--- src/blk_pkg.sv ---
package blk_pkg;

    // pixel and frame dimensions
    localparam int PIX_W = 24;
    localparam int DIM_W = 12;

    // 8x8 block geometry
    localparam int BLK_SIDE = 8;
    localparam int BLK_PIX  = 64;

    // every burst request asks for the same length
    localparam logic [7:0] BURST_LEN = 8'd255;

    // fill for positions outside the image
    localparam logic [PIX_W-1:0] PAD_PIXEL = '0;

    typedef logic [PIX_W-1:0] pixel_t;

    typedef struct packed {
        logic [DIM_W-1:0] width;
        logic [DIM_W-1:0] height;
        logic [8:0]       blk_cols;
        logic [8:0]       blk_rows;
    } frame_geom_t;

    typedef struct packed {
        logic       bank;
        logic       last_line;
        logic [8:0] blk_col;
        logic       frame_written;
    } wr_progress_t;

    typedef struct packed {
        logic       bank;
        logic [8:0] blk_col;
        logic [8:0] blk_row;
        logic [2:0] row;
        logic [2:0] col;
    } rd_pos_t;

    typedef struct packed {
        pixel_t pixel;
        logic   block_end;
        logic   frame_end;
    } out_beat_t;

endpackage

--- src/raster_write_counter.sv ---
`timescale 1ns/100ps

module raster_write_counter #(
    parameter  int MAX_BLOCKS_X = 256,
    localparam int ADDR_W       = $clog2(MAX_BLOCKS_X * blk_pkg::BLK_PIX) + 1
) (
    input  logic                          clk,
    input  logic                          rstn,
    input  logic                          frame_done,
    input  logic [blk_pkg::DIM_W-1:0]     pixel_x,
    input  logic [blk_pkg::DIM_W-1:0]     pixel_y,
    input  logic                          frame_start,
    input  logic                          wr_en,
    input  logic [31:0]                   wr_data,
    input  logic                          rd_bank,
    output blk_pkg::frame_geom_t          geom,
    output blk_pkg::wr_progress_t         wr_progress,
    output logic                          strip_full,
    output logic                          near_full,
    output logic                          ram_we,
    output logic [ADDR_W-1:0]             ram_waddr,
    output blk_pkg::pixel_t               ram_wdata
);

    localparam int COL_W = $clog2(MAX_BLOCKS_X);

    logic                      frame_done_q;
    logic [blk_pkg::DIM_W-1:0] x_cnt;
    logic [blk_pkg::DIM_W-1:0] y_cnt;
    logic                      wr_bank;
    logic                      frame_written;
    logic                      line_end;
    logic                      last_line;
    logic                      last_frame_line;
    logic                      bank_ahead;

    always_ff @(posedge clk or negedge rstn) begin
        if (!rstn) begin
            frame_done_q <= 1'b0;
            geom         <= '0;
        end else begin
            frame_done_q <= frame_done;
            // sizes are sampled on the rising edge of frame_done
            if (frame_done && !frame_done_q) begin
                geom.width    <= pixel_x;
                geom.height   <= pixel_y;
                geom.blk_cols <= 9'(({1'b0, pixel_x} + 13'(blk_pkg::BLK_SIDE - 1)) >> 3);
                geom.blk_rows <= 9'(({1'b0, pixel_y} + 13'(blk_pkg::BLK_SIDE - 1)) >> 3);
            end
        end
    end

    assign line_end        = (x_cnt == geom.width - 12'd1);
    assign last_frame_line = (y_cnt == geom.height - 12'd1);
    // a strip ends on line 7 of its block row or on the bottom image line
    assign last_line       = (y_cnt[2:0] == 3'd7) || last_frame_line;

    // raster position
    always_ff @(posedge clk or negedge rstn) begin
        if (!rstn) begin
            x_cnt         <= '0;
            y_cnt         <= '0;
            frame_written <= 1'b0;
        end else if (frame_start) begin
            x_cnt         <= '0;
            y_cnt         <= '0;
            frame_written <= 1'b0;
        end else if (wr_en) begin
            if (line_end) begin
                x_cnt <= '0;
                if (last_frame_line) begin
                    y_cnt         <= '0;
                    frame_written <= 1'b1;
                end else begin
                    y_cnt <= y_cnt + 12'd1;
                end
            end else begin
                x_cnt <= x_cnt + 12'd1;
            end
        end
    end

    // bank flips once per strip, so writer and reader stay in step across frames
    always_ff @(posedge clk or negedge rstn) begin
        if (!rstn) begin
            wr_bank <= 1'b0;
        end else if (wr_en && line_end && last_line) begin
            wr_bank <= ~wr_bank;
        end
    end

    assign bank_ahead = (wr_bank != rd_bank);

    // next write would spill into the bank still being read
    assign strip_full = bank_ahead && line_end && last_line;
    assign near_full  = bank_ahead &&
                        ((y_cnt[2:0] >= 3'd5) || ({1'b0, y_cnt} + 13'd3 >= {1'b0, geom.height}));

    assign wr_progress.bank          = wr_bank;
    assign wr_progress.last_line     = last_line;
    assign wr_progress.blk_col       = x_cnt[blk_pkg::DIM_W-1:3];
    assign wr_progress.frame_written = frame_written;

    // block-major layout: bank, block column, row in block, column in block
    assign ram_we    = wr_en;
    assign ram_waddr = {wr_bank, x_cnt[3 +: COL_W], y_cnt[2:0], x_cnt[2:0]};
    assign ram_wdata = wr_data[blk_pkg::PIX_W-1:0];

endmodule

--- config.mk ---
export PLATFORM = sky130hd
export DESIGN_NAME = raster_write_counter
export DESIGN_NICKNAME = d
export VERILOG_FILES = /design/src/blk_pkg.sv /design/src/raster_write_counter.sv
export SDC_FILE = /design/constraint.sdc
export NUM_CORES = 1
export LEC_CHECK = 0
export ABC_CLOCK_PERIOD_IN_PS = 7200
export CAP_MARGIN = 20
export CORE_MARGIN = 1
export CORE_UTILIZATION = 50
export DETAILED_ROUTE_END_ITERATION = 16
export DONT_BUFFER_PORTS = 1
export GPL_TIMING_DRIVEN = 0
export PLACE_DENSITY = 0.77
export SYNTH_ARGS = -nofsm -noshare
export SYNTH_HDL_FRONTEND = slang
export SYNTH_SLANG_ARGS = --single-unit
--- constraint.sdc ---
create_clock -name clk -period 7.2 [get_ports clk]
set_input_delay 1.08 -clock clk [delete_from_list [all_inputs] [get_ports clk]]
set_output_delay 1.08 -clock clk [all_outputs]
set_load 0.01 [all_outputs]
==> impl_metrics.json <==
{
  "io_pins": 158,
  "synth_top_family_by_area": "simple AND/OR/NAND/NOR gates",
  "async_flop_share_pct": 100,
  "area_growth_pct": 8.07,
  "final_cell_mix": "dfrtp_1, nand2_1, buf_4",
  "synth_compound_area_share_pct": 12.0,
  "n_antenna_cell": 0,
  "cts_resized": 0,
  "dr.pass1.iters": 4,
  "die-area_mm2": 0.0103,
  "status": "finished clean",
  "synth_area_mm2": 0.00493,
  "cts_hold_buffers": 0,
  "clock_latency_ps": 350,
  "worstPathRequired_ps": 6120,
  "synthCells": 549,
  "setup_viol": 0,
  "clk_path_buf_depth": 2,
  "cts.sinks": 69,
  "synthXorXnorAreaFrac_pct": 11.0,
  "rsz0062_at_grt": "false",
  "ys.warnings.count": 0,
  "grt_max_degree": 70,
  "p_leak_nw": 2.34,
  "rows": 35,
  "ir_drop_v": 0.000131,
  "slew_viol_final": 0,
  "period_share_pct": 60.9,
  "hold_class": "input pin to async pin",
  "ff2ff_path_depth": 11,
  "antenna_found_initial": 0,
  "slew_headroom_pct": 59.2,
  "synth_edf_count": 0,
  "maxCapViolations": 0,
  "routed_wl_um": 11900,
  "ant_nets": 0,
  "fill_cells": 855,
  "netlist-cell-type-count": 62,
  "die_w_um": 101,
  "grt_pass1_wl_um": 19600,
  "synth_fa_ha_area_share_pct": 4.82,
  "clkSlewWorstSetupHoldPaths_ps": 70,
  "start_util_pct": 52.4,
  "hold_viol_final": 0,
  "crit_type": "flip-flop to output pin",
  "synthFlopType": "dfrtp_1",
  "core_mm2": 0.00942,
  "multi_input_area_mm2": 0.00268,
  "grt_usage_pct": 24.4,
  "drt_iter0_drc": 199,
  "clock_skew_ps": 9.19,
  "hpwlAfterDp_um": 9040,
  "cts_tree": "built",
  "ys_ff_latch": 69,
  "cp_max_fo": 10,
  "cts_setup_buffers": 0,
  "gr-total-overflow": 0,
  "avgSynthCellArea_um2": 8.98,
  "die_h_um": 101,
  "final_common_cell": "dfrtp_1",
  "layout.nets": 641,
  "gp_congestion": 0.902,
  "drive_gt1_share_pct": 17.9,
  "tightestPinTransition_ps": 606,
  "synthSimpleGateAreaFrac_pct": 20.8,
  "grt_pass1_vias": 4074,
  "critPathLaunchType": "flip-flop",
  "h-tree-depth": 3,
  "min_period_ps": 4390,
  "place_area_mm2": 0.00509,
  "power_mw": 1.08,
  "port_buffers": 0,
  "avgViaCountPerCell": 5.86,
  "fmax_mhz": 228,
  "arrival_ps": 3310,
  "synthMuxAreaShare_pct": 5.68,
  "post-route-util_pct": 56.6,
  "critPathCaptureType": "output pin",
  "finalSetupTns_ps": 0,
  "ys_seq_area_share_pct": 35.0,
  "drc": 0,
  "wire_per_inst_um": 17.1,
  "via_count": 4059,
  "syn_nets": 630,
  "ctsRootBufferMaster": "clkbuf_8",
  "seq_area_mm2": 0.00173,
  "numCtsBuffers": 9,
  "p_per_area_mw_per_mm2": 202,
  "fin_area_mm2": 0.00533
}
[area by class of cell]
type / instances / share of cell area (%)
clock buffers: 9 / 2.32
clock inverters: 6 / 2.11
inverters: 26 / 1.83
multi-input cells: 388 / 50.2
plain buffers: 66 / 8.05
flip-flops and latches: 69 / 32.4
well taps: 129 / 3.03
[path summary, 6_finish.rpt]
path                               startpoint  slack, ps       endpoint
worst max-delay path                 y_cnt[4]       2810      near_full
worst min-delay path                     rstn        420       y_cnt[1]
max in group asynchronous                rstn       6630       geom[19]
worst max register to register       geom[18]       4270       y_cnt[3]
worst min register to register  frame_written        500  frame_written
min in group clk                frame_written        500  frame_written
[kinds of logic after synthesis]
group / Yosys count
AND/OR/NAND/NOR: 195
buffers and inverters: 92
adder cells (fa/ha/maj): 19
XOR/XNOR: 62
flip-flops: 69
AO/OA/AOI/OAI: 87
multiplexers: 25
[power by group]
| part | switching (mW) | leakage (nW) | internal, mW |
|---|---|---|---|
| registers | 0.0719 | 0.877 | 0.424 |
| clock network | 0.150 | 0.119 | 0.229 |
| logic | 0.107 | 1.35 | 0.0938 |
| total | 0.329 | 2.34 | 0.746 |
[metal layers]
| metal | wire (um) | track usage [%] |
|---|---|---|
| met3 | 908 | 6.35 |
| met4 | 331 | 11.3 |
| met2 | 5910 | 40.7 |
| met1 | 4710 | 29.5 |
| met5 | 0 | 0 |
[through the flow]
step,hold WS (ps),std cells,worst slack (ps)
2_1_floorplan,465,549,3660
3_3_place_gp,483,678,3250
3_5_place_dp,490,678,3190
4_1_cts,408,693,2790
5_1_grt,402,693,2550
6_report,423,693,2810
[Yosys cell counts, types with 5 or more instances]
master	n	area, um2
inv_1	26	97.6
nor3_1	12	60.1
nand2b_1	10	62.6
dfrtp_1	69	1730
and3_1	11	68.8
ha_1	19	238
a31oi_1	8	50.1
nand3_1	31	155
nand2_1	52	195
xnor2_1	32	280
mux2_2	24	270
nor2_1	35	131
clkbuf_1	15	56.3
a21oi_1	6	30.0
buf_4	41	308
o21ai_0	30	150
xor2_1	30	263
nor2b_1	6	37.5
nand4_1	9	56.3
o21a_1	5	37.5
a32oi_1	5	43.8
[critical path, stage by stage (launching register included)]
cell and delay, ps:
dfrtp_1 320, clkbuf_1 370, and3_1 260, nor3b_1 500, nand3_1 180, xnor2_1 160, ha_1 310, and4_1 170
o21ai_0 80, a31o_2 240, a41oi_1 370
[sequential cells by signal, indices dropped and copies added, names as in the netlist]
signal and count:
geom 42, x_cnt 12, y_cnt 12, frame_done_q 1
frame_written 1, wr_bank 1
Note: power is estimated with default switching activity, not from simulation.
