**src/blk_pkg.sv**
```systemverilog
package blk_pkg;

    // pixel and frame dimensions
    localparam int PIX_W = 24;
    localparam int DIM_W = 12;

    // 8x8 block geometry
    localparam int BLK_SIDE = 8;
    localparam int BLK_PIX  = 64;

    // every burst request asks for the same length
    localparam logic [7:0] BURST_LEN = 8'd255;

    // fill for positions outside the image
    localparam logic [PIX_W-1:0] PAD_PIXEL = '0;

    typedef logic [PIX_W-1:0] pixel_t;

    typedef struct packed {
        logic [DIM_W-1:0] width;
        logic [DIM_W-1:0] height;
        logic [8:0]       blk_cols;
        logic [8:0]       blk_rows;
    } frame_geom_t;

    typedef struct packed {
        logic       bank;
        logic       last_line;
        logic [8:0] blk_col;
        logic       frame_written;
    } wr_progress_t;

    typedef struct packed {
        logic       bank;
        logic [8:0] blk_col;
        logic [8:0] blk_row;
        logic [2:0] row;
        logic [2:0] col;
    } rd_pos_t;

    typedef struct packed {
        pixel_t pixel;
        logic   block_end;
        logic   frame_end;
    } out_beat_t;

endpackage

```
**src/block_read_counter.sv**
```systemverilog
`timescale 1ns/100ps

module block_read_counter #(
    parameter  int MAX_BLOCKS_X = 256,
    parameter  int GAP_CYCLES   = 13,
    localparam int ADDR_W       = $clog2(MAX_BLOCKS_X * blk_pkg::BLK_PIX) + 1
) (
    input  logic                 clk,
    input  logic                 rstn,
    input  logic                 frame_start,
    input  logic                 rd_step,
    input  logic                 gap_active,
    input  blk_pkg::frame_geom_t geom,
    output blk_pkg::rd_pos_t     rd_pos,
    output logic                 block_end,
    output logic                 frame_end,
    output logic                 gap_done,
    output logic                 pad,
    output logic [ADDR_W-1:0]    raddr
);

    localparam int COL_W = $clog2(MAX_BLOCKS_X);
    localparam int GAP_W = $clog2(GAP_CYCLES + 1);

    logic [GAP_W-1:0]          gap_cnt;
    logic                      last_col;
    logic                      last_row;
    logic [blk_pkg::DIM_W-1:0] pix_x;
    logic [blk_pkg::DIM_W-1:0] pix_y;

    assign last_col  = (rd_pos.blk_col == geom.blk_cols - 9'd1);
    assign last_row  = (rd_pos.blk_row == geom.blk_rows - 9'd1);
    assign block_end = ({rd_pos.row, rd_pos.col} == 6'(blk_pkg::BLK_PIX - 1));
    assign frame_end = block_end && last_col && last_row;

    // bank is not cleared per frame, it tracks the writer strip for strip
    always_ff @(posedge clk or negedge rstn) begin
        if (!rstn) begin
            rd_pos <= '0;
        end else if (frame_start) begin
            rd_pos.blk_col <= '0;
            rd_pos.blk_row <= '0;
            rd_pos.row     <= '0;
            rd_pos.col     <= '0;
        end else if (rd_step) begin
            {rd_pos.row, rd_pos.col} <= {rd_pos.row, rd_pos.col} + 6'd1;
            if (block_end) begin
                if (last_col) begin
                    rd_pos.blk_col <= '0;
                    rd_pos.blk_row <= rd_pos.blk_row + 9'd1;
                    rd_pos.bank    <= ~rd_pos.bank;
                end else begin
                    rd_pos.blk_col <= rd_pos.blk_col + 9'd1;
                end
            end
        end
    end

    // idle cycles after each block
    always_ff @(posedge clk or negedge rstn) begin
        if (!rstn)           gap_cnt <= '0;
        else if (gap_active) gap_cnt <= gap_cnt + 1'b1;
        else                 gap_cnt <= '0;
    end

    assign gap_done = gap_active && (gap_cnt == GAP_W'(GAP_CYCLES - 1));

    // image coordinate of the pixel being read
    assign pix_x = {rd_pos.blk_col, rd_pos.col};
    assign pix_y = {rd_pos.blk_row, rd_pos.row};
    assign pad   = (pix_x >= geom.width) || (pix_y >= geom.height);

    assign raddr = {rd_pos.bank, rd_pos.blk_col[COL_W-1:0], rd_pos.row, rd_pos.col};

endmodule

```
**config.mk**
```make
export PLATFORM = sky130hd
export DESIGN_NAME = block_read_counter
export DESIGN_NICKNAME = d
export VERILOG_FILES = /design/src/blk_pkg.sv /design/src/block_read_counter.sv
export SDC_FILE = /design/constraint.sdc
export NUM_CORES = 1
export LEC_CHECK = 0
export ABC_AREA = 1
export BUFFER_PORTS_ARGS = -buffer_cell sky130_fd_sc_hd__buf_2
export CORE_MARGIN = 2
export CORE_UTILIZATION = 53
export CTS_CLUSTER_SIZE = 20
export DETAILED_ROUTE_END_ITERATION = 8
export PLACE_DENSITY = 0.9
export SYNTH_ARGS = -nofsm -noshare
export SYNTH_HDL_FRONTEND = slang
export SYNTH_SLANG_ARGS = --single-unit
```
**constraint.sdc**
```tcl
create_clock -name clk -period 2.2 [get_ports clk]
set_input_delay 0.44 -clock clk [delete_from_list [all_inputs] [get_ports clk]]
set_output_delay 0.44 -clock clk [all_outputs]
set_load 0.01 [all_outputs]
```
==> impl_metrics.json <==
{
  "outcome": "complete, but fails checks",
  "violations": "setup timing",
  "critical_path.max_fanout": 3,
  "seq_area_frac_synth": 0.244,
  "drtIter0Drc": 174,
  "layout_setup_ws_ps": -123,
  "clock_power_share": 0.392,
  "relSlewSlack": 0.550,
  "rows": 27,
  "drt_first_pass_iters": 5,
  "power.density_mw_per_mm2": 374,
  "cts_made_buffers": 5,
  "cts.root.buffer_cell": "sky130_fd_sc_hd__clkbuf_8",
  "top_reg_cell_synth": "sky130_fd_sc_hd__dfrtp_1",
  "endpoint": "frame_end",
  "synth_top_area_frac": 0.244,
  "synthToLayoutAreaGrowth_pct": 33.4,
  "netlist_instances": 431,
  "sw_frac": 0.283,
  "vias_per_cell": 5.24,
  "worstPathArrival_ps": 1880,
  "critical_path_s_top_delay_family": "simple AND/OR/NAND/NOR gates",
  "fraction_of_final_layout_cells_with_drive_strength_greater_than_1": 0.345,
  "start_util": 0.543,
  "layout.cells.non_filler": 622,
  "min_period_ps": 2320,
  "synth_commonest_cells": "89 x sky130_fd_sc_hd__nand2_1, 66 x sky130_fd_sc_hd__inv_1, 46 x sky130_fd_sc_hd__nor2_1",
  "worstPathBufferInverterCount": 1,
  "die_h_microns": 78.9,
  "number_of_failing_hold_endpoints_at_the_final_stage": 0,
  "transition_time_at_the_pin_with_the_least_slew_margin_ps": 675,
  "tritoncts_clock_tree": "built",
  "grt.total_usage": 0.272,
  "setup.worst_path.class": "reg -> out",
  "crit_cells": 9,
  "drc": 0,
  "syn_nets": 509,
  "ys_ff_latch": 29,
  "mappedNetlistArea_sq_mm": 0.00297,
  "r2r-end": "rd_pos[6]$_DFFE_PN0P_",
  "final_nets": 627,
  "synthTopCellsByArea": "sky130_fd_sc_hd__dfrtp_1 24%, sky130_fd_sc_hd__ha_1 13%, sky130_fd_sc_hd__nand2_1 11%",
  "synth_enable_flop_cells": 0,
  "dp.final_hpwl_mm": 6.13,
  "power_leakage_uw": 0.00227,
  "clkLatencyLatePin_ps": 290,
  "fmax_ghz": 0.430,
  "worst_setup_path_end_kind": "primary output",
  "critPathRequiredTime_ps": 1760,
  "clock_pin_slew_on_the_worst_setup_and_hold_paths_ps": 60,
  "p_seq_frac": 0.376,
  "worst-r2r-cell-count": 10,
  "cts-root-to-sink-buffers": 2,
  "post-route-period-util": 1.06,
  "synth-warning-count": 0,
  "globalRoute.totalOverflow": 0,
  "grt_start_max_net_pins": 30,
  "synth_top_cell_by_area": "sky130_fd_sc_hd__dfrtp_1",
  "final_skew_ps": 5.70,
  "grt_setup_unrepaired": "true",
  "detail-route-antenna-nets": 0,
  "yosysMostFrequentCell": "sky130_fd_sc_hd__nand2_1",
  "setup.worst_path.start": "raddr[1]$_DFFE_PN0P_",
  "slowest_delay_ps": 400,
  "yosysUniqueCellTypes": 32,
  "cts_hold_buffers": 0,
  "place_congestion": 0.893,
  "regToRegSetupSlack_ps": 300,
  "finish.utilization": 0.725,
  "max-vdd-ir-drop_mv": 0.369,
  "antenna_found_initial": 0,
  "die_area_sq_mm": 0.00623,
  "comb_power_share": 0.232,
  "numPortBuffers": 90,
  "n_antenna_cell": 0,
  "tritoncts_num_sinks": 29,
  "reg2reg_from": "raddr[1]$_DFFE_PN0P_",
  "top_level_ports": 91,
  "crit_chain": "ha_2 > nand4_1 > nor2_2 > and3_1 > nand3_1 > nor2_1 > nand3_1 > nor2_1 > buf_2",
  "report.final.slew_viol_count": 0,
  "route.vias.total": 3260,
  "synth_area_per_cell_sq_um": 6.90,
  "routed_wl_mm": 8.72,
  "design.core.area_sq_mm": 0.00547,
  "dieWidth_microns": 78.9,
  "worst_path_max_delay_cell": "sky130_fd_sc_hd__dfrtp_1",
  "grt_first_pass_wirelength_mm": 13.6,
  "wl_per_cell_microns": 14.0,
  "grt_pass1_vias": 3158,
  "post-place-cells": 595,
  "timing.critical_path.from_type": "flip-flop",
  "cap_viol_max_count": 0,
  "h-tree-depth": 2,
  "cellInternalPower_uw": 1060,
  "net-switching-power_uw": 420,
  "postSynth.asyncResetShare": 1.00,
  "setup_viol": 2,
  "hp-class": "in -> async"
}
==> metal layers <==
metal,vias to the layer above,routed length [microns],track usage
met2,113,4540,0.485
met3,21,521,0.0511
met5,-,0,0
li1,1608,-,-
met1,1518,3490,0.324
met4,0,172,0.109
==> cell type report <==
type,count,area (sq um)
Inverter,71,269
Multi-Input combinational cell,312,2000
Tap cell,72,90.1
Timing Repair Buffer,130,761
Sequential cell,29,733
Fill cell,423,1500
Clock inverter,1,30.0
Clock buffer,7,86.3
==> registers in the layout (all words and copies together), names as in the netlist <==
name     cells
gap_cnt      4
rd_pos      10
raddr       15
==> timing repair <==
| action | in CTS | in global routing |
|---|---|---|
| setup buffers | 13 | 7 |
| resized for setup | 18 | 22 |
| setup endpoints to repair | 2 | 2 |
| pin swaps | 8 | 6 |
| gates cloned | 0 | 0 |
==> placed cells by master (no fill, tap or decap), types with 11 or more instances in the layout <==
| cell type | netlist | final |
|---|---|---|
| sky130_fd_sc_hd__a21oi_1 | 19 | 14 |
| sky130_fd_sc_hd__inv_1 | 66 | 64 |
| sky130_fd_sc_hd__ha_1 | 31 | 21 |
| sky130_fd_sc_hd__nor2_1 | 46 | 44 |
| sky130_fd_sc_hd__o21ai_0 | 23 | 19 |
| sky130_fd_sc_hd__nand3_1 | 38 | 35 |
| sky130_fd_sc_hd__nand4_1 | 11 | 11 |
| sky130_fd_sc_hd__xor2_1 | 18 | 18 |
| sky130_fd_sc_hd__nand2_1 | 89 | 87 |
| sky130_fd_sc_hd__dfrtp_1 | 29 | 23 |
| sky130_fd_sc_hd__buf_2 | 1 | 89 |
| sky130_fd_sc_hd__buf_4 | 15 | 39 |
==> power by group through the flow <==
| stage | logic [uW] | clock network (uW) | registers (uW) |
|---|---|---|---|
| after floorplan | 163 | 0 | 570 |
| after global placement | 259 | 0 | 567 |
| after detailed placement | 273 | 0 | 568 |
| after CTS | 303 | 591 | 557 |
| after global routing | 383 | 612 | 559 |
| final | 344 | 582 | 558 |
==> how the worst min path moves through the flow <==
stage                                    start               endpoint  slack, ps
final                                     rstn   raddr[3]$_DFFE_PN0P_        190
after floorplan                           rstn   gap_cnt[0]$_DFF_PN0_        140
after CTS                                 rstn  raddr[12]$_DFFE_PN0P_        210
after detailed placement  gap_cnt[0]$_DFF_PN0_   gap_cnt[0]$_DFF_PN0_        490
after global placement    gap_cnt[0]$_DFF_PN0_   gap_cnt[0]$_DFF_PN0_        470
after global routing                      rstn   raddr[3]$_DFFE_PN0P_        250
==> per-stage QoR <==
stage | power (uW) | hold WS (ps) | instance area [sq um] | TNS (ps) | setup WS, ps
2_1_floorplan | 733 | 144 | 2970 | 0 | 125
3_3_place_gp | 827 | 473 | 3530 | -54.3 | -54.3
3_5_place_dp | 841 | 491 | 3530 | -98.4 | -98.4
4_1_cts | 1450 | 214 | 3800 | -106 | -71.0
5_1_grt | 1550 | 248 | 3970 | -478 | -260
6_report | 1490 | 187 | 3970 | -243 | -123
==> kinds of logic after synthesis <==
group,count (synthesis),synth area share
compound gates,48,0.0858
simple gates,206,0.315
xor+xnor,27,0.0867
buf+inv,90,0.138
flops,29,0.244
fa+ha+maj,31,0.130
==> worst register-to-register path: cells and delay by family (launching register included) <==
kind | cells | cell delay, ps
DFF | 1 | 400
buffers and inverters | 2 | 370
and+or+nand+nor | 7 | 840
adders and majority gates | 1 | 220
(Power assumes the default switching activity.)
