==> src/blk_pkg.sv <==
package blk_pkg;

    // pixel and frame dimensions
    localparam int PIX_W = 24;
    localparam int DIM_W = 12;

    // 8x8 block geometry
    localparam int BLK_SIDE = 8;
    localparam int BLK_PIX  = 64;

    // every burst request asks for the same length
    localparam logic [7:0] BURST_LEN = 8'd255;

    // fill for positions outside the image
    localparam logic [PIX_W-1:0] PAD_PIXEL = '0;

    typedef logic [PIX_W-1:0] pixel_t;

    typedef struct packed {
        logic [DIM_W-1:0] width;
        logic [DIM_W-1:0] height;
        logic [8:0]       blk_cols;
        logic [8:0]       blk_rows;
    } frame_geom_t;

    typedef struct packed {
        logic       bank;
        logic       last_line;
        logic [8:0] blk_col;
        logic       frame_written;
    } wr_progress_t;

    typedef struct packed {
        logic       bank;
        logic [8:0] blk_col;
        logic [8:0] blk_row;
        logic [2:0] row;
        logic [2:0] col;
    } rd_pos_t;

    typedef struct packed {
        pixel_t pixel;
        logic   block_end;
        logic   frame_end;
    } out_beat_t;

endpackage

==> src/burst_fsm.sv <==
`timescale 1ns/100ps

module burst_fsm (
    input  logic                 clk,
    input  logic                 rstn,
    input  logic                 frame_done,
    input  logic                 burst_ready,
    input  logic                 wr_valid,
    input  logic                 wr_last,
    input  blk_pkg::wr_progress_t wr_progress,
    input  logic                 strip_full,
    input  logic                 near_full,
    output logic                 burst_valid,
    output logic [7:0]           burst_len,
    output logic                 wr_data_ready,
    output logic                 wr_en,
    output logic                 frame_start
);

    typedef enum logic [1:0] {
        ST_IDLE,
        ST_BURST,
        ST_DATA
    } state_t;

    state_t state;
    state_t state_nxt;
    logic   frame_done_q;
    logic   frame_rise;

    always_ff @(posedge clk or negedge rstn) begin
        if (!rstn) begin
            frame_done_q <= 1'b0;
            state        <= ST_IDLE;
        end else begin
            frame_done_q <= frame_done;
            state        <= state_nxt;
        end
    end

    // rise ends the old frame, fall starts the new one
    assign frame_rise  = frame_done & ~frame_done_q;
    assign frame_start = ~frame_done & frame_done_q;

    // hold the request back while the writer is about to lap the reader
    assign burst_valid   = (state == ST_BURST) && !near_full && !wr_progress.frame_written;
    assign burst_len     = blk_pkg::BURST_LEN;
    assign wr_data_ready = (state == ST_DATA) && !strip_full;
    assign wr_en         = wr_valid && wr_data_ready;

    always_comb begin
        state_nxt = state;
        case (state)
            ST_IDLE: begin
                if (frame_start) state_nxt = ST_BURST;
            end
            ST_BURST: begin
                if (frame_rise || wr_progress.frame_written) state_nxt = ST_IDLE;
                else if (burst_valid && burst_ready)         state_nxt = ST_DATA;
            end
            ST_DATA: begin
                if (frame_rise || wr_progress.frame_written) state_nxt = ST_IDLE;
                else if (wr_en && wr_last)                   state_nxt = ST_BURST;
            end
            default: state_nxt = ST_IDLE;
        endcase
    end

endmodule

==> config.mk <==
export PLATFORM = sky130hd
export DESIGN_NAME = burst_fsm
export DESIGN_NICKNAME = d
export VERILOG_FILES = /design/src/blk_pkg.sv /design/src/burst_fsm.sv
export SDC_FILE = /design/constraint.sdc
export NUM_CORES = 1
export LEC_CHECK = 0
export BUFFER_PORTS_ARGS = -buffer_cell sky130_fd_sc_hd__clkbuf_2
export CAP_MARGIN = 15
export CORE_AREA = 2 2 39 41
export DETAILED_ROUTE_END_ITERATION = 8
export DIE_AREA = 0 0 41 43
export PLACE_DENSITY = 0.54
export SLEW_MARGIN = 20
export SYNTH_ARGS = -nofsm -noshare
export SYNTH_HDL_FRONTEND = slang
export SYNTH_SLANG_ARGS = --single-unit
==> constraint.sdc <==
create_clock -name clk -period 1.4 [get_ports clk]
set_input_delay 0.07 -clock clk [delete_from_list [all_inputs] [get_ports clk]]
set_output_delay 0.07 -clock clk [all_outputs]
set_load 0.005 [all_outputs]
==> results.json, run 1 <==
{
  "grtUsageMet1_pct": 5.825,
  "track_usage_pct": 6.640,
  "numClockSinks": 3,
  "worstSetupPathType": "reg -> out",
  "grt_pass1_wl_um": 710,
  "reg2reg_from": "frame_done_q",
  "min_period_ns": 1.272,
  "antenna_found_initial": 0,
  "synth_cell_types": 15,
  "synth_seq_cells": 3,
  "yosysTopAreaCellShare_pct": 27.91,
  "postSynthCellCount": 27,
  "core_area_um2": 1384,
  "numCtsBuffers": 3,
  "fin_nets": 65,
  "die_h_um": 43,
  "slew_viol_final": 0,
  "finalSetupViolations": 0,
  "cts_tree": "built",
  "grt_overflow": 0,
  "netlist_area_um2": 269.0,
  "fin_util_pct": 26.13,
  "critPathMaxFanout": 4,
  "drc_errors": 0,
  "cts_root_buf": "clkbuf_4",
  "grt_pass1_vias": 194,
  "cts_resized": 0,
  "fillers": 159,
  "worstPathArrival_ns": 1.20,
  "cp_top_family": "simple AND/OR/NAND/NOR gates",
  "post_cts_buffers": 0,
  "ir_drop_v": 0.0004348,
  "gp_congestion": 0.6193,
  "timing.max_cap.violations": 0,
  "start_kind": "flip-flop",
  "antennaDiodeCount": 0,
  "placementRows": 14,
  "syn_area_per_cell_um2": 9.963,
  "ys_warn_count": 0,
  "clkTransAtPathRegs_ns": 0.03,
  "crit_path_start": "state[1]",
  "cts_max_level": 1,
  "leakagePower_uw": 0.0001824,
  "path_cells": "nor2b_1 -> and3b_1 -> clkbuf_2",
  "vias_per_cell": 3.667,
  "drt-total-wl_um": 470,
  "synth-seq-area-share_pct": 27.91,
  "drive_above_1_share_pct": 40.91,
  "grt_use_met2_pct": 9.375,
  "worstHoldStart": "wr_progress[0]",
  "die-area_um2": 1763,
  "power_density_nw_per_um2": 830.0,
  "final_cell_mix": "clkbuf_2, conb_1, nor2b_1, clkbuf_4, dfrtp_1",
  "fp.dieW_um": 41,
  "drtAntennaViolNets": 0,
  "vias": 220,
  "clock_latency_ns": 0.23,
  "firstDrtPassIters": 1,
  "min_path_type": "in -> reg",
  "final_common_cell": "clkbuf_2",
  "grt_max_degree": 5,
  "ios": 32,
  "rsz0062_at_grt": "false",
  "critical_path.max_stage_delay_ns": 0.41,
  "wl_per_cell_um": 7.833,
  "fin_ws_ns": 0.1282,
  "start_util_pct": 19.44,
  "dr.first_iter.drc_count": 0,
  "clock_path_buffers": 2,
  "fmax_ghz": 0.7863,
  "synthTopCellsByArea": "dfrtp_1, buf_4, nor4b_4",
  "tns_ns": 0,
  "end_kind": "output port",
  "holdBufCountCts": 2,
  "use_met3_pct": 3.141,
  "synth_top_area_cell": "dfrtp_1",
  "required_ns": 1.33,
  "top_usage_layer": "met2",
  "final.period_utilization_pct": 90.84,
  "hold_violations": 0,
  "slowest_stage": "dfrtp_1",
  "path_buf_inv": 1,
  "area_growth_pct": 34.42,
  "port_buffers": 12,
  "skew_ns": 0.004425,
  "outcome": "finished, final reports clean",
  "dp_hpwl_um": 395.9,
  "pre_cts_ws_ns": 0.2621
}
## sequential cells by signal, indices dropped and copies added (netlist names)
signal        cells
frame_done_q      1
state             2
## area by class of cell
type	count	area, um^2	area share [%]
Multi-Input combinational cell	22	156.4	43.25
Inverter	1	3.754	1.038
Timing Repair Buffer	14	80.08	22.15
Sequential cell	3	75.07	20.76
Tap cell	16	20.02	5.536
Clock buffer	4	26.28	7.266
## cells in the mapped netlist
master,n
dfrtp_1,3
a221o_1,1
buf_4,8
nand3b_1,1
and2b_1,1
nor2_1,1
nor3_1,2
a22oi_1,1
nor2b_1,3
inv_1,1
conb_1,1
nor4b_4,1
nand2b_4,1
and3b_1,1
a2111oi_2,1
## worst reg2reg max path, cell delays in order (launching register included)
cell     delay, ns
dfrtp_1       0.36
and2b_1       0.25
nor3_1        0.07
a221o_1       0.35
## final timing paths
path	to	slack (ns)	cells past startpoint
min in group asynchronous	frame_done_q	0.17	2
max reg2reg	state[0]	0.25	3
max	wr_en	0.13	3
min reg2reg	state[0]	0.70	2
min	state[1]	0.11	2
max in group asynchronous	state[1]	1.12	2
## power breakdown
part | internal (uW) | total (uW) | switching [uW]
Combinational | 27.7 | 52.3 | 24.6
Clock | 107 | 151 | 43.9
Sequential | 91.8 | 97.2 | 5.38
## per-layer routing
layer  up-vias  routed length, um
li1        111                  -
met1        96                197
met2        13                224
met3         0                 48
met4         0                  0
met5         -                  0
## metrics by stage
stage	power (uW)	std cells	area (um^2)	hold WS (ns)
after global placement	146.1	54	315.3	-0.1291
after global routing	326.2	60	361.6	0.1162
after detailed placement	146.1	54	315.3	-0.1270
after floorplan	139.5	34	295.3	-0.2256
after CTS	312.3	60	361.6	0.1047
final	300.1	60	361.6	0.1125
## kinds of logic after synthesis
family | count (synthesis) | share of synthesized area, %
flip-flops | 3 | 27.91
other | 1 | 1.394
buffers and inverters | 9 | 23.72
AO/OA/AOI/OAI | 3 | 12.09
AND/OR/NAND/NOR | 11 | 34.88
Note: power is estimated with default switching activity, not from simulation.
==> run 2: changes to the inputs <==
--- a/config.mk
+++ b/config.mk
@@ -11,6 +11,7 @@
 export DETAILED_ROUTE_END_ITERATION = 8
 export DIE_AREA = 0 0 41 43
 export PLACE_DENSITY = 0.54
+export RECOVER_POWER = 100
 export SLEW_MARGIN = 20
 export SYNTH_ARGS = -nofsm -noshare
 export SYNTH_HDL_FRONTEND = slang
==> run 2 against run 1 <==
  * Worst setup slack about the same
  * Clock power about the same
  * Final cell count is the same
  * Critical path depth unchanged
  * Die area is the same
  * Via count unchanged
  * Non-clock buffer count stayed put
  * Wire length rose by 0.64%
  * Sequential cell count stayed put
  * Register-to-register slack is essentially flat
==> results.json, run 2 (synthesized netlist as in run 1, its figures left out) <==
{
  "cts_root_buf": "clkbuf_4",
  "grt_pass1_wl_um": 710,
  "cts_max_level": 1,
  "final_common_cell": "clkbuf_2",
  "drc_errors": 0,
  "final_area_um2": 357.8,
  "firstDrtPassIters": 1,
  "final_cell_mix": "clkbuf_2, conb_1, clkbuf_1",
  "dp_hpwl_um": 395.9,
  "reg2reg_from": "frame_done_q",
  "fp.dieW_um": 41,
  "grt_overflow": 0,
  "vias_per_cell": 3.667,
  "clock_path_buffers": 2,
  "top_regs": "state: 2 flops, frame_done_q: 1 flops",
  "placementRows": 14,
  "min_path_type": "in -> reg",
  "antenna_found_initial": 0,
  "finalSetupViolations": 0,
  "drtAntennaViolNets": 0,
  "wl_per_cell_um": 7.883,
  "track_usage_pct": 6.640,
  "die-area_um2": 1763,
  "crit_path_start": "state[1]",
  "end_kind": "output port",
  "timing.max_cap.violations": 0,
  "drive_above_1_share_pct": 34.09,
  "grt_pass1_vias": 194,
  "skew_ns": 0.004394,
  "worstPathArrival_ns": 1.20,
  "critPathMaxFanout": 4,
  "antennaDiodeCount": 0,
  "clkTransAtPathRegs_ns": 0.03,
  "placedCellCount": 54,
  "final.period_utilization_pct": 90.85,
  "start_util_pct": 19.44,
  "power_uw": 299.1,
  "area_growth_pct": 33.02,
  "drt-total-wl_um": 473,
  "min_period_ns": 1.272,
  "outcome": "finished, final reports clean",
  "numCtsBuffers": 3,
  "hold_violations": 0,
  "required_ns": 1.33,
  "top_register": "state",
  "power_density_nw_per_um2": 835.8,
  "fin_cells": 60,
  "cts_tree": "built",
  "ios": 32,
  "largest_register_ff_count": 2,
  "grt_max_degree": 5,
  "clock_latency_ns": 0.23,
  "ir_drop_v": 0.0004347,
  "hold_path_depth": 2,
  "fmax_ghz": 0.7863,
  "rsz0062_at_grt": "false",
  "reg2reg_depth": 3,
  "port_buffers": 12,
  "tns_ns": 0,
  "leakagePower_uw": 0.0001732,
  "post_cts_buffers": 0,
  "worstHoldStart": "wr_progress[0]",
  "place_area_um2": 315.3,
  "die_h_um": 43,
  "start_kind": "flip-flop",
  "worstSetupPathType": "reg -> out",
  "fin_nets": 65,
  "dr.first_iter.drc_count": 0,
  "numClockSinks": 3,
  "slew_viol_final": 0,
  "vias": 220,
  "gp_congestion": 0.6193,
  "core_area_um2": 1384
}
## run 2: layout make-up
class | instances | area [um^2]
flip-flops and latches | 3 | 75.07
fillers | 162 | 1026
inverters | 1 | 3.754
repair buffers | 14 | 76.32
clock buffers | 4 | 26.28
multi-input cells | 22 | 156.4
well taps | 16 | 20.02
## run 2: stage by stage
step           hold WS, ns  worst slack, ns  utilization [%]
2_1_floorplan      -0.2256           0.3254                -
4_1_cts             0.1047          0.09827            26.13
6_report            0.1125           0.1282            25.86
3_5_place_dp       -0.1270           0.2621            22.78
5_1_grt             0.1162          0.03319            25.86
3_3_place_gp       -0.1291           0.2634            22.78
## run 2: final timing paths
path                       slack (ns)      endpoint
max reg2reg                      0.25      state[0]
max                              0.13         wr_en
min                              0.11      state[1]
min reg2reg                      0.70      state[0]
min in group asynchronous        0.18  frame_done_q
max in group asynchronous        1.06      state[1]
## run 2: power by group
group	internal (uW)	switching, uW	total [uW]
combinational	26.6	24.7	51.3
sequential	91.8	5.36	97.2
clock	107	43.9	151
## run 2: critical path: stages (launching register included)
cell	delay (ns)
dfrtp_1	0.41
nor2b_1	0.27
and3b_1	0.19
clkbuf_2	0.10
## run 2: metal layers
layer  vias up  GRT usage [%]  wire length, um
met3         0          3.141               47
li1        111              -                -
met4         0          8.000                0
met2        13          9.375              223
met5         -              0                0
met1        96          5.825              201
## run 2: timing repair
item / CTS / global route
resized for setup: 0 / 0
endpoints found under the setup margin: 0 / 0
hold endpoints to repair: 4 / 0
hold buffers: 2 / 0
==> run 3: changes to the inputs <==
--- a/config.mk
+++ b/config.mk
@@ -5,12 +5,13 @@
 export SDC_FILE = /design/constraint.sdc
 export NUM_CORES = 1
 export LEC_CHECK = 0
-export BUFFER_PORTS_ARGS = -buffer_cell sky130_fd_sc_hd__clkbuf_2
+export ABC_AREA = 1
 export CAP_MARGIN = 15
 export CORE_AREA = 2 2 39 41
 export DETAILED_ROUTE_END_ITERATION = 8
 export DIE_AREA = 0 0 41 43
-export PLACE_DENSITY = 0.54
+export DONT_BUFFER_PORTS = 1
+export PLACE_DENSITY = 0.34
 export RECOVER_POWER = 100
 export SLEW_MARGIN = 20
 export SYNTH_ARGS = -nofsm -noshare
==> constraint.sdc (replaced) <==
create_clock -name clk -period 1.3 [get_ports clk]
set_input_delay 0.065 -clock clk [delete_from_list [all_inputs] [get_ports clk]]
set_output_delay 0.065 -clock clk [all_outputs]
set_load 0.005 [all_outputs]
==> run 3 against run 2 <==
  * Die area is the same
  * Global-route usage grew 0.30 points
  * Wire length shrank 0.85%
  * Clock power grew 5%
  * Clock skew shrank 0.0014 ns
  * Core utilization shrank 3.4 points
  * Combinational power grew 130%
  * Critical path type unchanged
  * Critical endpoint unchanged
  * Largest power group unchanged
==> results.json, run 3 <==
{
  "power_uw": 395.1,
  "synth_cell_types": 16,
  "muxShareOfSynthArea_pct": 0,
  "final.period_utilization_pct": 84.27,
  "synthTopCellsByArea": "dfrtp_1, buf_4, nor2_1",
  "leakagePower_uw": 0.0001544,
  "clkTransAtPathRegs_ns": 0.04,
  "numClockSinks": 3,
  "synth_top_family_by_area": "simple AND/OR/NAND/NOR gates",
  "dr.first_iter.drc_count": 7,
  "ys_warn_count": 0,
  "synthArstFlopShare_pct": 100.0,
  "start_kind": "flip-flop",
  "ios": 32,
  "tns_ns": 0,
  "postSynthCellCount": 39,
  "vias_per_cell": 3.667,
  "whs_ns": 0.02131,
  "netlist_area_um2": 277.8,
  "cts_root_buf": "clkbuf_4",
  "die_h_um": 43,
  "skew_ns": 0.003037,
  "critPathMaxFanout": 4,
  "largest_register_ff_count": 2,
  "synth_common_cells": "buf_4, nor2_1, inv_1, nand2_1, dfrtp_1",
  "final_area_um2": 310.3,
  "synthSimpleGateAreaFrac_pct": 38.74,
  "placementRows": 14,
  "worstSetupPathType": "reg -> out",
  "ir_drop_v": 0.0002445,
  "min_path_type": "in -> reg",
  "dp_hpwl_um": 397.1,
  "fin_nets": 65,
  "synth_seq_cells": 3,
  "slew_viol_final": 0,
  "die-area_um2": 1763,
  "drive_above_1_share_pct": 18.18,
  "vias": 220,
  "top_regs": "state: 2 flops, frame_done_q: 1 flops",
  "cts_tree": "built",
  "numCtsBuffers": 3,
  "worstPathArrival_ns": 1.03,
  "cts_max_level": 1,
  "top_register": "state",
  "synth_fa_ha_area_share_pct": 0,
  "yosysMostFrequentCell": "buf_4",
  "syn_area_per_cell_um2": 7.122,
  "clock_path_buffers": 2,
  "fp.dieW_um": 41,
  "synth_edf_count": 0,
  "synth_compound_area_share_pct": 4.505,
  "end_kind": "output port",
  "min_period_ns": 1.095,
  "grt_overflow": 0,
  "core_area_um2": 1384,
  "grt_pass1_wl_um": 786,
  "start_util_pct": 20.07,
  "synth_top_area_cell": "dfrtp_1",
  "final_cell_mix": "conb_1, nor2_1, inv_1",
  "r2r_slack_ns": 0.27,
  "grt_pass1_vias": 199,
  "place_area_um2": 264.0,
  "hold_violations": 0,
  "grt_max_degree": 5,
  "gp_congestion": 0.6136,
  "antennaDiodeCount": 0,
  "synthFlopType": "dfrtp_1",
  "port_buffers": 0,
  "wl_per_cell_um": 7.817,
  "power_density_nw_per_um2": 1273,
  "clock_latency_ns": 0.23,
  "drt-total-wl_um": 469,
  "firstDrtPassIters": 4,
  "drc_errors": 0,
  "synth_xor_xnor_area_share_pct": 0,
  "synth-seq-area-share_pct": 27.03,
  "track_usage_pct": 6.942,
  "area_growth_pct": 11.71,
  "timing.max_cap.violations": 0,
  "antenna_found_initial": 0,
  "fmax_ghz": 0.9128,
  "required_ns": 1.24,
  "drtAntennaViolNets": 0,
  "finalSetupViolations": 0,
  "final_common_cell": "conb_1",
  "yosysTopAreaCellShare_pct": 27.03,
  "rsz0062_at_grt": "false",
  "outcome": "finished, final reports clean"
}
[run 3: cell count changes after synthesis, moves of 2 or more]
cell     before  now
nor3_1        2    0
nor2b_1       3    0
nand2_2       0    2
nand2_1       0    4
nor2_1        1    6
inv_1         1    5
nand3_1       0    2
[run 3: layout make-up]
cell class	count	area (um^2)
fill	170	1074
multi-input combinational	30	150.1
sequential	3	75.07
clock buffer	4	26.28
timing repair buffer	2	20.02
tap	16	20.02
inverter	5	18.77
[run 3: path summary, 6_finish.rpt]
kind,startpoint,to,cells after the start
worst max-delay path,state[0],wr_en,3
worst min-delay path,burst_ready,state[1],2
worst max register to register,state[1],state[0],5
worst min register to register,state[1],state[1],3
max in group asynchronous,rstn,frame_done_q,1
min in group asynchronous,rstn,state[1],1
[run 3: layer usage]
layer	share of wire (%)	wire, um	GRT usage, %
met2	58	270	9.063
met3	12	56	2.618
met4	0	0	6.000
met1	30	141	8.414
met5	0	0	0
[run 3: repair_timing]
action,CTS,global route
resized for setup,0,0
endpoints found under the hold margin,4,0
hold buffers,2,0
setup buffers,0,0
[run 3: per-stage QoR]
step | cells | setup WS, ns | util (%)
floorplan | 46 | 0.3357 | -
global placement | 54 | 0.2604 | 19.08
detailed placement | 54 | 0.2779 | 19.08
CTS | 60 | 0.1812 | 22.42
global route | 60 | 0.1079 | 22.42
finish | 60 | 0.2045 | 22.42
[run 3: kinds of logic after synthesis]
family                 Yosys count
AO/OA/AOI/OAI                    2
buffers and inverters           13
flip-flops                       3
other                            1
AND/OR/NAND/NOR                 20
[run 3: report_power, final]
part,switching (uW),internal (uW),total [uW]
Combinational,73.3,44.3,118
Sequential,7.34,112,119
Clock,43.6,115,158
[run 3: worst max-delay path, stage by stage, from the launching register on]
cell,delay (ns)
dfrtp_1,0.36
inv_1,0.10
nand2_2,0.10
nor3b_1,0.24
