[config.mk]
export PLATFORM = sky130hd
export DESIGN_NAME = block_read_fsm
export DESIGN_NICKNAME = d
export VERILOG_FILES = /design/src/blk_pkg.sv /design/src/block_read_fsm.sv
export SDC_FILE = /design/constraint.sdc
export NUM_CORES = 1
export LEC_CHECK = 0
export ABC_AREA = 1
export BUFFER_PORTS_ARGS = -buffer_cell sky130_fd_sc_hd__buf_4
export CORE_ASPECT_RATIO = 1.2
export CORE_MARGIN = 2
export CORE_UTILIZATION = 28
export DETAILED_ROUTE_END_ITERATION = 10
export GPL_TIMING_DRIVEN = 1
export SYNTH_ARGS = -nofsm -noshare
export SYNTH_HDL_FRONTEND = slang
export SYNTH_SLANG_ARGS = --single-unit
[constraint.sdc]
create_clock -name clk -period 1.75 [get_ports clk]
set_clock_uncertainty 0.15 [all_clocks]
set_input_delay 0.35 -clock clk [delete_from_list [all_inputs] [get_ports clk]]
set_output_delay 0.35 -clock clk [all_outputs]
set_load 0.005 [all_outputs]
[src/blk_pkg.sv]
package blk_pkg;

    // pixel and frame dimensions
    localparam int PIX_W = 24;
    localparam int DIM_W = 12;

    // 8x8 block geometry
    localparam int BLK_SIDE = 8;
    localparam int BLK_PIX  = 64;

    // every burst request asks for the same length
    localparam logic [7:0] BURST_LEN = 8'd255;

    // fill for positions outside the image
    localparam logic [PIX_W-1:0] PAD_PIXEL = '0;

    typedef logic [PIX_W-1:0] pixel_t;

    typedef struct packed {
        logic [DIM_W-1:0] width;
        logic [DIM_W-1:0] height;
        logic [8:0]       blk_cols;
        logic [8:0]       blk_rows;
    } frame_geom_t;

    typedef struct packed {
        logic       bank;
        logic       last_line;
        logic [8:0] blk_col;
        logic       frame_written;
    } wr_progress_t;

    typedef struct packed {
        logic       bank;
        logic [8:0] blk_col;
        logic [8:0] blk_row;
        logic [2:0] row;
        logic [2:0] col;
    } rd_pos_t;

    typedef struct packed {
        pixel_t pixel;
        logic   block_end;
        logic   frame_end;
    } out_beat_t;

endpackage

[src/block_read_fsm.sv]
`timescale 1ns/100ps

module block_read_fsm (
    input  logic                  clk,
    input  logic                  rstn,
    input  logic                  frame_start,
    input  logic                  downstream_almost_full,
    input  blk_pkg::wr_progress_t wr_progress,
    input  blk_pkg::rd_pos_t      rd_pos,
    input  logic                  block_end,
    input  logic                  frame_end,
    input  logic                  gap_done,
    output logic                  rd_step,
    output logic                  gap_active
);

    typedef enum logic [1:0] {
        ST_IDLE,
        ST_WAIT,
        ST_DATA,
        ST_GAP
    } state_t;

    state_t state;
    state_t state_nxt;
    logic   blk_ready;

    always_ff @(posedge clk or negedge rstn) begin
        if (!rstn) state <= ST_IDLE;
        else       state <= state_nxt;
    end

    // other bank means a whole strip is waiting;
    // same bank needs the writer on the last strip line beyond this column
    assign blk_ready = (rd_pos.bank != wr_progress.bank) ||
                       (wr_progress.last_line && (wr_progress.blk_col > rd_pos.blk_col));

    always_comb begin
        state_nxt = state;
        case (state)
            ST_IDLE: begin
                if (frame_start) state_nxt = ST_WAIT;
            end
            ST_WAIT: begin
                if (blk_ready && !downstream_almost_full) state_nxt = ST_DATA;
            end
            // once started, a block always runs to its 64th pixel
            ST_DATA: begin
                if (block_end) state_nxt = frame_end ? ST_IDLE : ST_GAP;
            end
            ST_GAP: begin
                if (gap_done) state_nxt = ST_WAIT;
            end
            default: state_nxt = ST_IDLE;
        endcase
    end

    assign rd_step    = (state == ST_DATA);
    assign gap_active = (state == ST_GAP);

endmodule

==> key figures, run 1 <==
Pwr
  • Worst vdd ir: 606 uV
  • Power per cell area: 656 mW/mm^2
  • Leakage: 0.457 nW

Synth
  • Syn avg cell area: 6.99 um^2
  • Warnings from Yosys: 0
  • Post-Synthesis Cell Area: 489 um^2
  • Cells after Synth: 70
  • Seq cells post-synth: 2
  • Sequential area share after synthesis: 10.2%
  • Synth async-reset ratio: 100%
  • Synth Net Count: 127
  • Area contributors post-synth: ha_1 33%, nand2_1 12%, inv_1 12%
  • Area leader, netlist: ha_1
  • Synth unique cells: 20
  • Primary FF master, synth: dfrtp_1
  • Top-count cell post-synth: nand2_1
  • Most frequent cells after synthesis: 16 x nand2_1, 15 x inv_1, 13 x ha_1
  • Number of flops mapped to enable cells by yosys: 0
  • Synth top area share: 33.2%

Critical path
  • Worst Setup End Kind: primary output
  • R2R depth: 8
  • Reg2reg end: state[1]$_DFFE_PN0P_
  • CP Class: reg2out
  • Max incr delay on CP: 390 ps
  • Reg2reg setup slack: 300 ps
  • Critical path startpoint category: register
  • Critical Path RT: 1250 ps
  • Crit path DAT: 1050 ps
  • Worst path top cell family by delay: flip-flops
  • Worst path cell trace: inv_1 > ha_1 > buf_4
  • Worst-path maximum fanout: 4
  • Slowest CP cell: dfrtp_1
  • Buf/Inv on CP: 2
  • FF-to-FF Start: state[0]$_DFFE_PN0P_

Timing
  • Worst Max-Slew Pin Slew: 173 ps
  • Unrepaired setup endpoints after global routing: no
  • Setup WS post-layout: 196 ps
  • Maximum clock frequency: 643 MHz
  • Slew HR: 88.5%
  • WHS: 292 ps
  • Slew Limit Fails: 0
  • Minimum clock period: 1550 ps
  • Final Cycle Share: 88.8%
  • Final setup vio count: 0
  • Final hold viol count: 0

Placement
  • DP Worst Slack: -60.4 ps
  • Placer congestion estimate: 0.646
  • Port Buffer Count: 29
  • Detailed Place HPWL: 846 um
  • # placed instances: 117

Clock tree
  • Post-CTS Resized: 0
  • H-tree levels: 1
  • Clock net sink count: 2
  • Inserted Clock Buffers: 3
  • Post-CTS setup buffer count: 0
  • Clock Tree Root: clkbuf_4
  • CTS clk-pin slew, worst paths: 30 ps
  • CTS tree: done
  • Clock latency on the worst-skew pair: 230 ps
  • # hold bufs at CTS: 1
  • CTS max path bufs: 2

Layout
  • Area Overhead vs Synth: 55.8%
  • Fillers: 185
  • Biggest register: state
  • Layout cell share with drive strength beyond 1: 38.8%
  • Max reg flops: 2
  • Non-Filler Instances: 121
  • Largest registers: state (2)
  • Ant diodes: 0
  • Register area: 50.0 um^2
  • # nets final: 162
  • Multi-input gate area: 370 um^2

Global routing
  • First-pass GRT wire length: 1640 um
  • Vias in the first global route: 452
  • Grt total ovfl: 0
  • Initial antenna violation count: 0
  • Largest net degree at the start of global routing: 5
  • Total GRT Usage: 10.2%

Routing
  • Drt wl/cell: 7.88 um
  • DRC viols: 0
  • Post-Route WL: 953 um
  • Drt pass-1 iters: 1
  • Avg Vias per Cell: 4.32
  • Vias: 523
  • Antenna-violating nets left: 0
  • DR iter-0 viols: 0

Floorplanning
  • Die width: 42.2 um
  • I/O pin cnt: 46
  • Core area: 0.00164 mm^2
  • Num rows: 16
  • Initial Utilization: 29.8%
  • Die H: 49.8 um
  • Die ar.: 0.00210 mm^2

Hold path
  • Hold Path Class: in2async

Job
  • Max-cap violations: 0

Status
  • Outcome: complete, no violations
[cells in the final DEF (no fill, tap or decap)]
cell type      count
nor2_1             3
a21o_1             1
clkinv_1           1
a21oi_2            1
o22ai_1            1
clkbuf_4           3
nand2_1           16
and2_1             1
a21oi_1            2
nand3_1            4
nand3b_1           1
nand2_2            3
xnor2_4            1
inv_1             15
nor2_4             1
o21a_1             1
inv_2              1
buf_4             29
o21ai_0            1
ha_1              13
dfrtp_1            2
clkinvlp_2         1
dlygate4sd3_1      1
[logic make-up after synthesis]
group | synth area share, %
AOI/OAI and AO/OA | 9.21
xor gates and xnor gates | 5.63
adders and majority gates | 33.2
buffers and inverters | 14.1
DFF | 10.2
and+or+nand+nor | 27.6
[worst max path at each step]
stage	slack, ps	from	endpoint	cells past startpoint
2_1_floorplan	140	rd_pos[19]	state[1]$_DFFE_PN0P_	12
3_3_place_gp	-40	wr_progress[9]	state[1]$_DFFE_PN0P_	12
3_5_place_dp	-60	wr_progress[5]	state[1]$_DFFE_PN0P_	12
4_1_cts	170	state[0]$_DFFE_PN0P_	rd_step	3
5_1_grt	60	rd_pos[19]	state[1]$_DFFE_PN0P_	13
6_report	200	state[0]$_DFFE_PN0P_	rd_step	3
[metrics by stage]
step | setup TNS (ps) | util, % | power, mW | area [um^2]
2_1_floorplan | 0 | - | 0.296 | 489
3_3_place_gp | -66.2 | 44.4 | 0.395 | 729
3_5_place_dp | -101 | 44.4 | 0.399 | 729
4_1_cts | 0 | 46.4 | 0.517 | 762
5_1_grt | 0 | 46.4 | 0.564 | 762
6_report | 0 | 46.4 | 0.500 | 762
[cell type report]
type	instances	area share, %
well taps	18	2.96
flip-flops and latches	2	6.57
inverters	18	9.03
repair buffers	30	29.9
multi-input cells	50	48.6
clock buffers	3	2.96
[layer usage]
| metal | vias up | part of all wire, % | track usage [%] |
|---|---|---|---|
| li1 | 281 | - | - |
| met1 | 221 | 35 | 9.60 |
| met2 | 18 | 55 | 19.8 |
| met3 | 3 | 6.9 | 0.733 |
| met4 | 0 | 3.4 | 7.81 |
| met5 | - | 0 | 0 |
[power breakdown]
| group | total, mW | internal [mW] | switching, mW |
|---|---|---|---|
| clock network | 0.106 | 0.0759 | 0.0297 |
| registers | 0.0875 | 0.0672 | 0.0203 |
| logic | 0.306 | 0.159 | 0.148 |
| total | 0.500 | 0.302 | 0.198 |
(Power assumes the default switching activity.)
==> run 2, diff against run 1 <==
Settings changed: CELL_PAD_IN_SITES_DETAIL_PLACEMENT set to 2, CELL_PAD_IN_SITES_GLOBAL_PLACEMENT set to 2, CORE_UTILIZATION 28 to 16, PLACE_DENSITY_LB_ADDON set to 0.1.
==> key figures, run 2 (synthesized netlist as in run 1, its figures left out) <==
Global routing
  • First-pass GRT wire length: 2130 um
  • Grt total ovfl: 0
  • Met2 Use GR: 17.2%
  • Total GRT Usage: 8.32%
  • Vias in the first global route: 590
  • Global Route met1 Usage: 6.43%
  • Initial antenna violation count: 0
  • Largest net degree at the start of global routing: 5
  • Met3 GRT Util: 1.61%
  • GRT busiest layer: met2

Layout
  • Area Overhead vs Synth: 60.9%
  • # nets final: 162
  • Max reg flops: 2
  • Most common cell after layout, fill and taps aside: buf_4
  • Most frequent cells in the layout: 29 x buf_4, 16 x nand2_1, 15 x inv_1, 13 x ha_1, 4 x nand3_1
  • Layout cell share with drive strength beyond 1: 39.8%
  • Largest registers: state (2)
  • Ant diodes: 0
  • Fillers: 374
  • Biggest register: state

Routing
  • DRC viols: 0
  • Antenna-violating nets left: 0
  • Drt pass-1 iters: 1
  • Avg Vias per Cell: 3.98
  • Vias: 553
  • DR iter-0 viols: 0
  • Drt wl/cell: 9.20 um
  • Post-Route WL: 1280 um

Pwr
  • Worst vdd ir: 405 uV
  • Power per cell area: 651 mW/mm^2
  • Leakage: 0.457 nW
  • Tot Pwr: 0.512 mW

Critical path
  • Worst-path maximum fanout: 3
  • Crit path DAT: 1540 ps
  • Critical Path RT: 1710 ps
  • Worst Setup End Kind: register
  • Critical path startpoint category: input port
  • CP Class: in2reg

Clock tree
  • Clock net sink count: 2
  • Clock Tree Root: clkbuf_4
  • CTS clk-pin slew, worst paths: 30 ps
  • H-tree levels: 1
  • Post-CTS setup buffer count: 0
  • CTS max path bufs: 2
  • Clock latency on the worst-skew pair: 220 ps
  • Inserted Clock Buffers: 3
  • CTS tree: done

Floorplanning
  • Initial Utilization: 16.3%
  • I/O pin cnt: 46
  • Num rows: 22
  • Die ar.: 0.00352 mm^2
  • Die H: 64.6 um
  • Die width: 54.5 um
  • Core area: 0.00300 mm^2

Placement
  • DP Worst Slack: -136 ps
  • Placer congestion estimate: 0.620
  • Port Buffer Count: 29
  • Detailed Place HPWL: 1220 um

Timing
  • Maximum clock frequency: 633 MHz
  • Final setup vio count: 0
  • Final Cycle Share: 90.3%
  • Minimum clock period: 1580 ps
  • Slew HR: 87.8%
  • Slew Limit Fails: 0
  • Final hold viol count: 0
  • WHS: 294 ps
  • Setup WS post-layout: 170 ps
  • Worst Max-Slew Pin Slew: 180 ps
  • Setup TNS: 0 ps

Status
  • Outcome: complete, no violations

Job
  • Max-cap violations: 0

Hold path
  • Hold Path Class: in2async
[run 2: worst max-delay path, cell delays in order]
cell     delay, ps
buf_4          110
ha_1           300
nand2_2         80
nor2_4         130
nand3_1         70
and2_1         140
nand2_1         60
nand2_1         40
nand2_1         70
nand2_2         60
nand3_1         80
nand2_1         60
[run 2: metrics by stage]
stage	std cells	utilization (%)	cell area [um^2]
after detailed placement	135	25.1	752
after floorplan	70	-	489
after global placement	135	25.1	752
final	139	26.2	787
after CTS	139	26.1	785
after global routing	139	26.2	787
[run 2: path summary, 6_finish.rpt]
path | startpoint | endpoint | slack [ps] | cells after the start
max | wr_progress[9] | state[1]$_DFFE_PN0P_ | 170 | 12
min | rstn | state[1]$_DFFE_PN0P_ | 290 | 2
max reg2reg | state[0]$_DFFE_PN0P_ | state[0]$_DFFE_PN0P_ | 290 | 8
min reg2reg | state[0]$_DFFE_PN0P_ | state[0]$_DFFE_PN0P_ | 390 | 2
max in group asynchronous | rstn | state[0]$_DFFE_PN0P_ | 1070 | 2
min in group clk | frame_end | state[0]$_DFFE_PN0P_ | 340 | 4
[run 2: area by class of cell]
class                      count  area (um^2)  area share [%]
inverter                      18         68.8            8.74
timing repair buffer          30          228            28.9
multi-input combinational     50          373            47.4
sequential                     2         50.0            6.36
clock buffer                   3         22.5            2.86
tap                           36         45.0            5.72
[run 2: power by group]
| part | switching, mW | total [mW] | internal, mW |
|---|---|---|---|
| logic | 0.162 | 0.323 | 0.161 |
| clock network | 0.0260 | 0.102 | 0.0756 |
| registers | 0.0205 | 0.0877 | 0.0672 |
[run 2: layer usage]
metal,vias up,wire length (um)
met5,-,0
met4,0,0
met3,0,53
met2,12,812
met1,259,413
li1,282,-
[run 2: what timing repair did]
item | 4_1_cts | 5_1_grt
endpoints found under the hold margin | 2 | 0
resized for setup | 0 | 1
setup endpoints to repair | 0 | 2
hold buffers | 1 | 0
==> run 3, diff against run 2 <==
Settings changed: ABC_AREA 1 to not set.
==> key figures, run 3 <==
Floorplanning
  • Num rows: 21
  • Core area: 0.00273 mm^2
  • Die width: 52.2 um
  • Initial Utilization: 16.3%
  • I/O pin cnt: 46
  • Die H: 61.9 um
  • Die ar.: 0.00323 mm^2

Routing
  • DRC viols: 0
  • Antenna-violating nets left: 0
  • Vias: 538
  • Drt pass-1 iters: 4
  • Post-Route WL: 1320 um
  • DR iter-0 viols: 1
  • Drt wl/cell: 10.1 um
  • Avg Vias per Cell: 4.11

Pwr
  • Leakage: 0.466 nW
  • Clock network fraction of design power: 15.4%
  • Sequential share of power: 17.0%
  • Power per cell area: 767 mW/mm^2
  • Switching part of the total: 37.4%
  • Tot Pwr: 0.646 mW
  • Internal cell power: 0.405 mW
  • Worst vdd ir: 301 uV
  • Switching pwr: 0.242 mW
  • Gate power share: 67.5%

Layout
  • Most common cell after layout, fill and taps aside: buf_4
  • Area Overhead vs Synth: 88.5%
  • Design Area, Final: 842 um^2
  • Most frequent cells in the layout: 39 x buf_4, 14 x inv_1, 11 x ha_1
  • Biggest register: state
  • Max reg flops: 2
  • Largest registers: state (2)
  • Layout cell share with drive strength beyond 1: 52.6%
  • # nets final: 156
  • Ant diodes: 0

Critical path
  • Crit path capture: state[0]$_DFFE_PN0P_
  • FF-to-FF Start: state[0]$_DFFE_PN0P_
  • R2R depth: 5
  • Worst Setup SP: state[0]$_DFFE_PN0P_
  • CP Class: reg2reg
  • Worst Setup End Kind: register
  • Reg2reg setup slack: -110 ps
  • Crit path DAT: 1840 ps
  • Critical path startpoint category: register
  • Worst-path maximum fanout: 3
  • Reg2reg end: state[0]$_DFFE_PN0P_
  • Critical Path RT: 1730 ps

Synth
  • Synth Area in XOR/XNOR: 1.96%
  • Seq cells post-synth: 2
  • Synth Area in Simple Gates: 10.6%
  • Compound-Gate Fraction of Synth Area: 21.8%
  • Area leader, netlist: ha_1
  • Number of flops mapped to enable cells by yosys: 0
  • Most frequent cells after synthesis: 16 x inv_1, 13 x ha_1, 3 x nor2b_1, 3 x o21ai_0
  • Area contributors post-synth: ha_1 36%, inv_1 13%, dfrtp_1 11%
  • Post-Synthesis Cell Area: 447 um^2
  • Warnings from Yosys: 0
  • Synth top area share: 36.4%
  • Top-count cell post-synth: inv_1
  • Synth Area in Adders: 36.4%
  • Cells after Synth: 54
  • Main combinational cell family by area after synthesis: adder cells
  • Primary FF master, synth: dfrtp_1
  • Synth async-reset ratio: 100%
  • Syn avg cell area: 8.27 um^2
  • Synth Net Count: 111
  • Multiplexer share of the synthesized area: 4.48%
  • Synth unique cells: 18
  • Sequential area share after synthesis: 11.2%

Clock tree
  • CTS tree: done
  • Inserted Clock Buffers: 3
  • CTS clk-pin slew, worst paths: 30 ps
  • CTS max path bufs: 2
  • H-tree levels: 1
  • Clock Tree Root: clkbuf_4
  • Clock net sink count: 2
  • Clock latency on the worst-skew pair: 220 ps

Timing
  • Final hold viol count: 0
  • Slew HR: 74.3%
  • Slew Limit Fails: 0
  • Minimum clock period: 1860 ps
  • Maximum clock frequency: 537 MHz
  • Final setup vio count: 2
  • Final Cycle Share: 106%
  • Unrepaired setup endpoints after global routing: yes
  • Setup WS post-layout: -113 ps
  • Setup TNS: -225 ps
  • Worst Max-Slew Pin Slew: 386 ps

Placement
  • Port Buffer Count: 29
  • Detailed Place HPWL: 1140 um
  • Placed Area: 767 um^2
  • Placer congestion estimate: 0.603

Hold path
  • Hold Path Class: in2async

Global routing
  • First-pass GRT wire length: 2090 um
  • Total GRT Usage: 8.41%
  • Vias in the first global route: 530
  • Largest net degree at the start of global routing: 4
  • Initial antenna violation count: 0
  • Grt total ovfl: 0

Job
  • Max-cap violations: 0

Status
  • Outcome: finished, violations left
  • Failing checks: setup timing
[run 3: power groups by stage]
stage	clock network, mW	logic (mW)	registers, mW
after CTS	0.108	0.428	0.0932
after global routing	0.108	0.497	0.115
after floorplan	0	0.207	0.0832
final	0.0997	0.436	0.110
after global placement	0	0.385	0.0882
after detailed placement	0	0.398	0.0871
[run 3: kinds of logic after synthesis]
kind of cell             Yosys count
AND/OR/NAND/NOR                    9
AO/OA/AOI/OAI                     11
XOR/XNOR                           1
flip-flops                         2
adder cells (fa/ha/maj)           13
multiplexers                       2
buffers and inverters             16
[run 3: worst min path at each step]
stage                                 endpoint  slack, ps  cells after the start
final                     state[0]$_DFFE_PN0P_        340                      2
after global routing      state[0]$_DFFE_PN0P_        330                      2
after CTS                 state[0]$_DFFE_PN0P_        290                      2
after detailed placement  state[0]$_DFFE_PN0P_        -20                      1
after global placement    state[0]$_DFFE_PN0P_        -20                      1
after floorplan           state[0]$_DFFE_PN0P_       -100                      0
[run 3: layer usage]
metal	track usage (%)	share of wire [%]	up-vias
li1	-	-	269
met1	9.38	37	253
met2	16.3	57	16
met3	1.67	5.2	0
met4	2.20	0	0
met5	0	0	-
[run 3: cell type report]
cell class	count	area (um^2)
fillers	339	1890
multi-input cells	36	362
repair buffers	40	303
inverters	16	60.1
flip-flops and latches	2	52.6
well taps	34	42.5
clock buffers	3	22.5
[run 3: worst max-delay path, stage by stage (launching register included)]
cell	delay [ps]
dfrtp_2	430
ha_4	170
a222oi_1	390
o311ai_1	190
o21ai_2	200
mux2i_1	230
[run 3: metrics by stage]
stage | hold slack (ps) | setup WS, ps | util (%) | std cells
after detailed placement | -16.2 | -267 | 28.1 | 125
after global placement | -18.0 | -228 | 28.1 | 125
after global routing | 331 | -231 | 30.8 | 131
after floorplan | -95.6 | 3.74 | - | 54
after CTS | 288 | -169 | 30.1 | 130
final | 340 | -113 | 30.8 | 131
[run 3: what timing repair did]
| action | CTS | global route |
|---|---|---|
| pin swaps | 3 | 3 |
| hold buffers | 1 | 0 |
| endpoints found under the setup margin | 2 | 2 |
| resized for setup | 4 | 4 |
| buffers inserted | 1 | 1 |
| hold endpoints to repair | 2 | 0 |
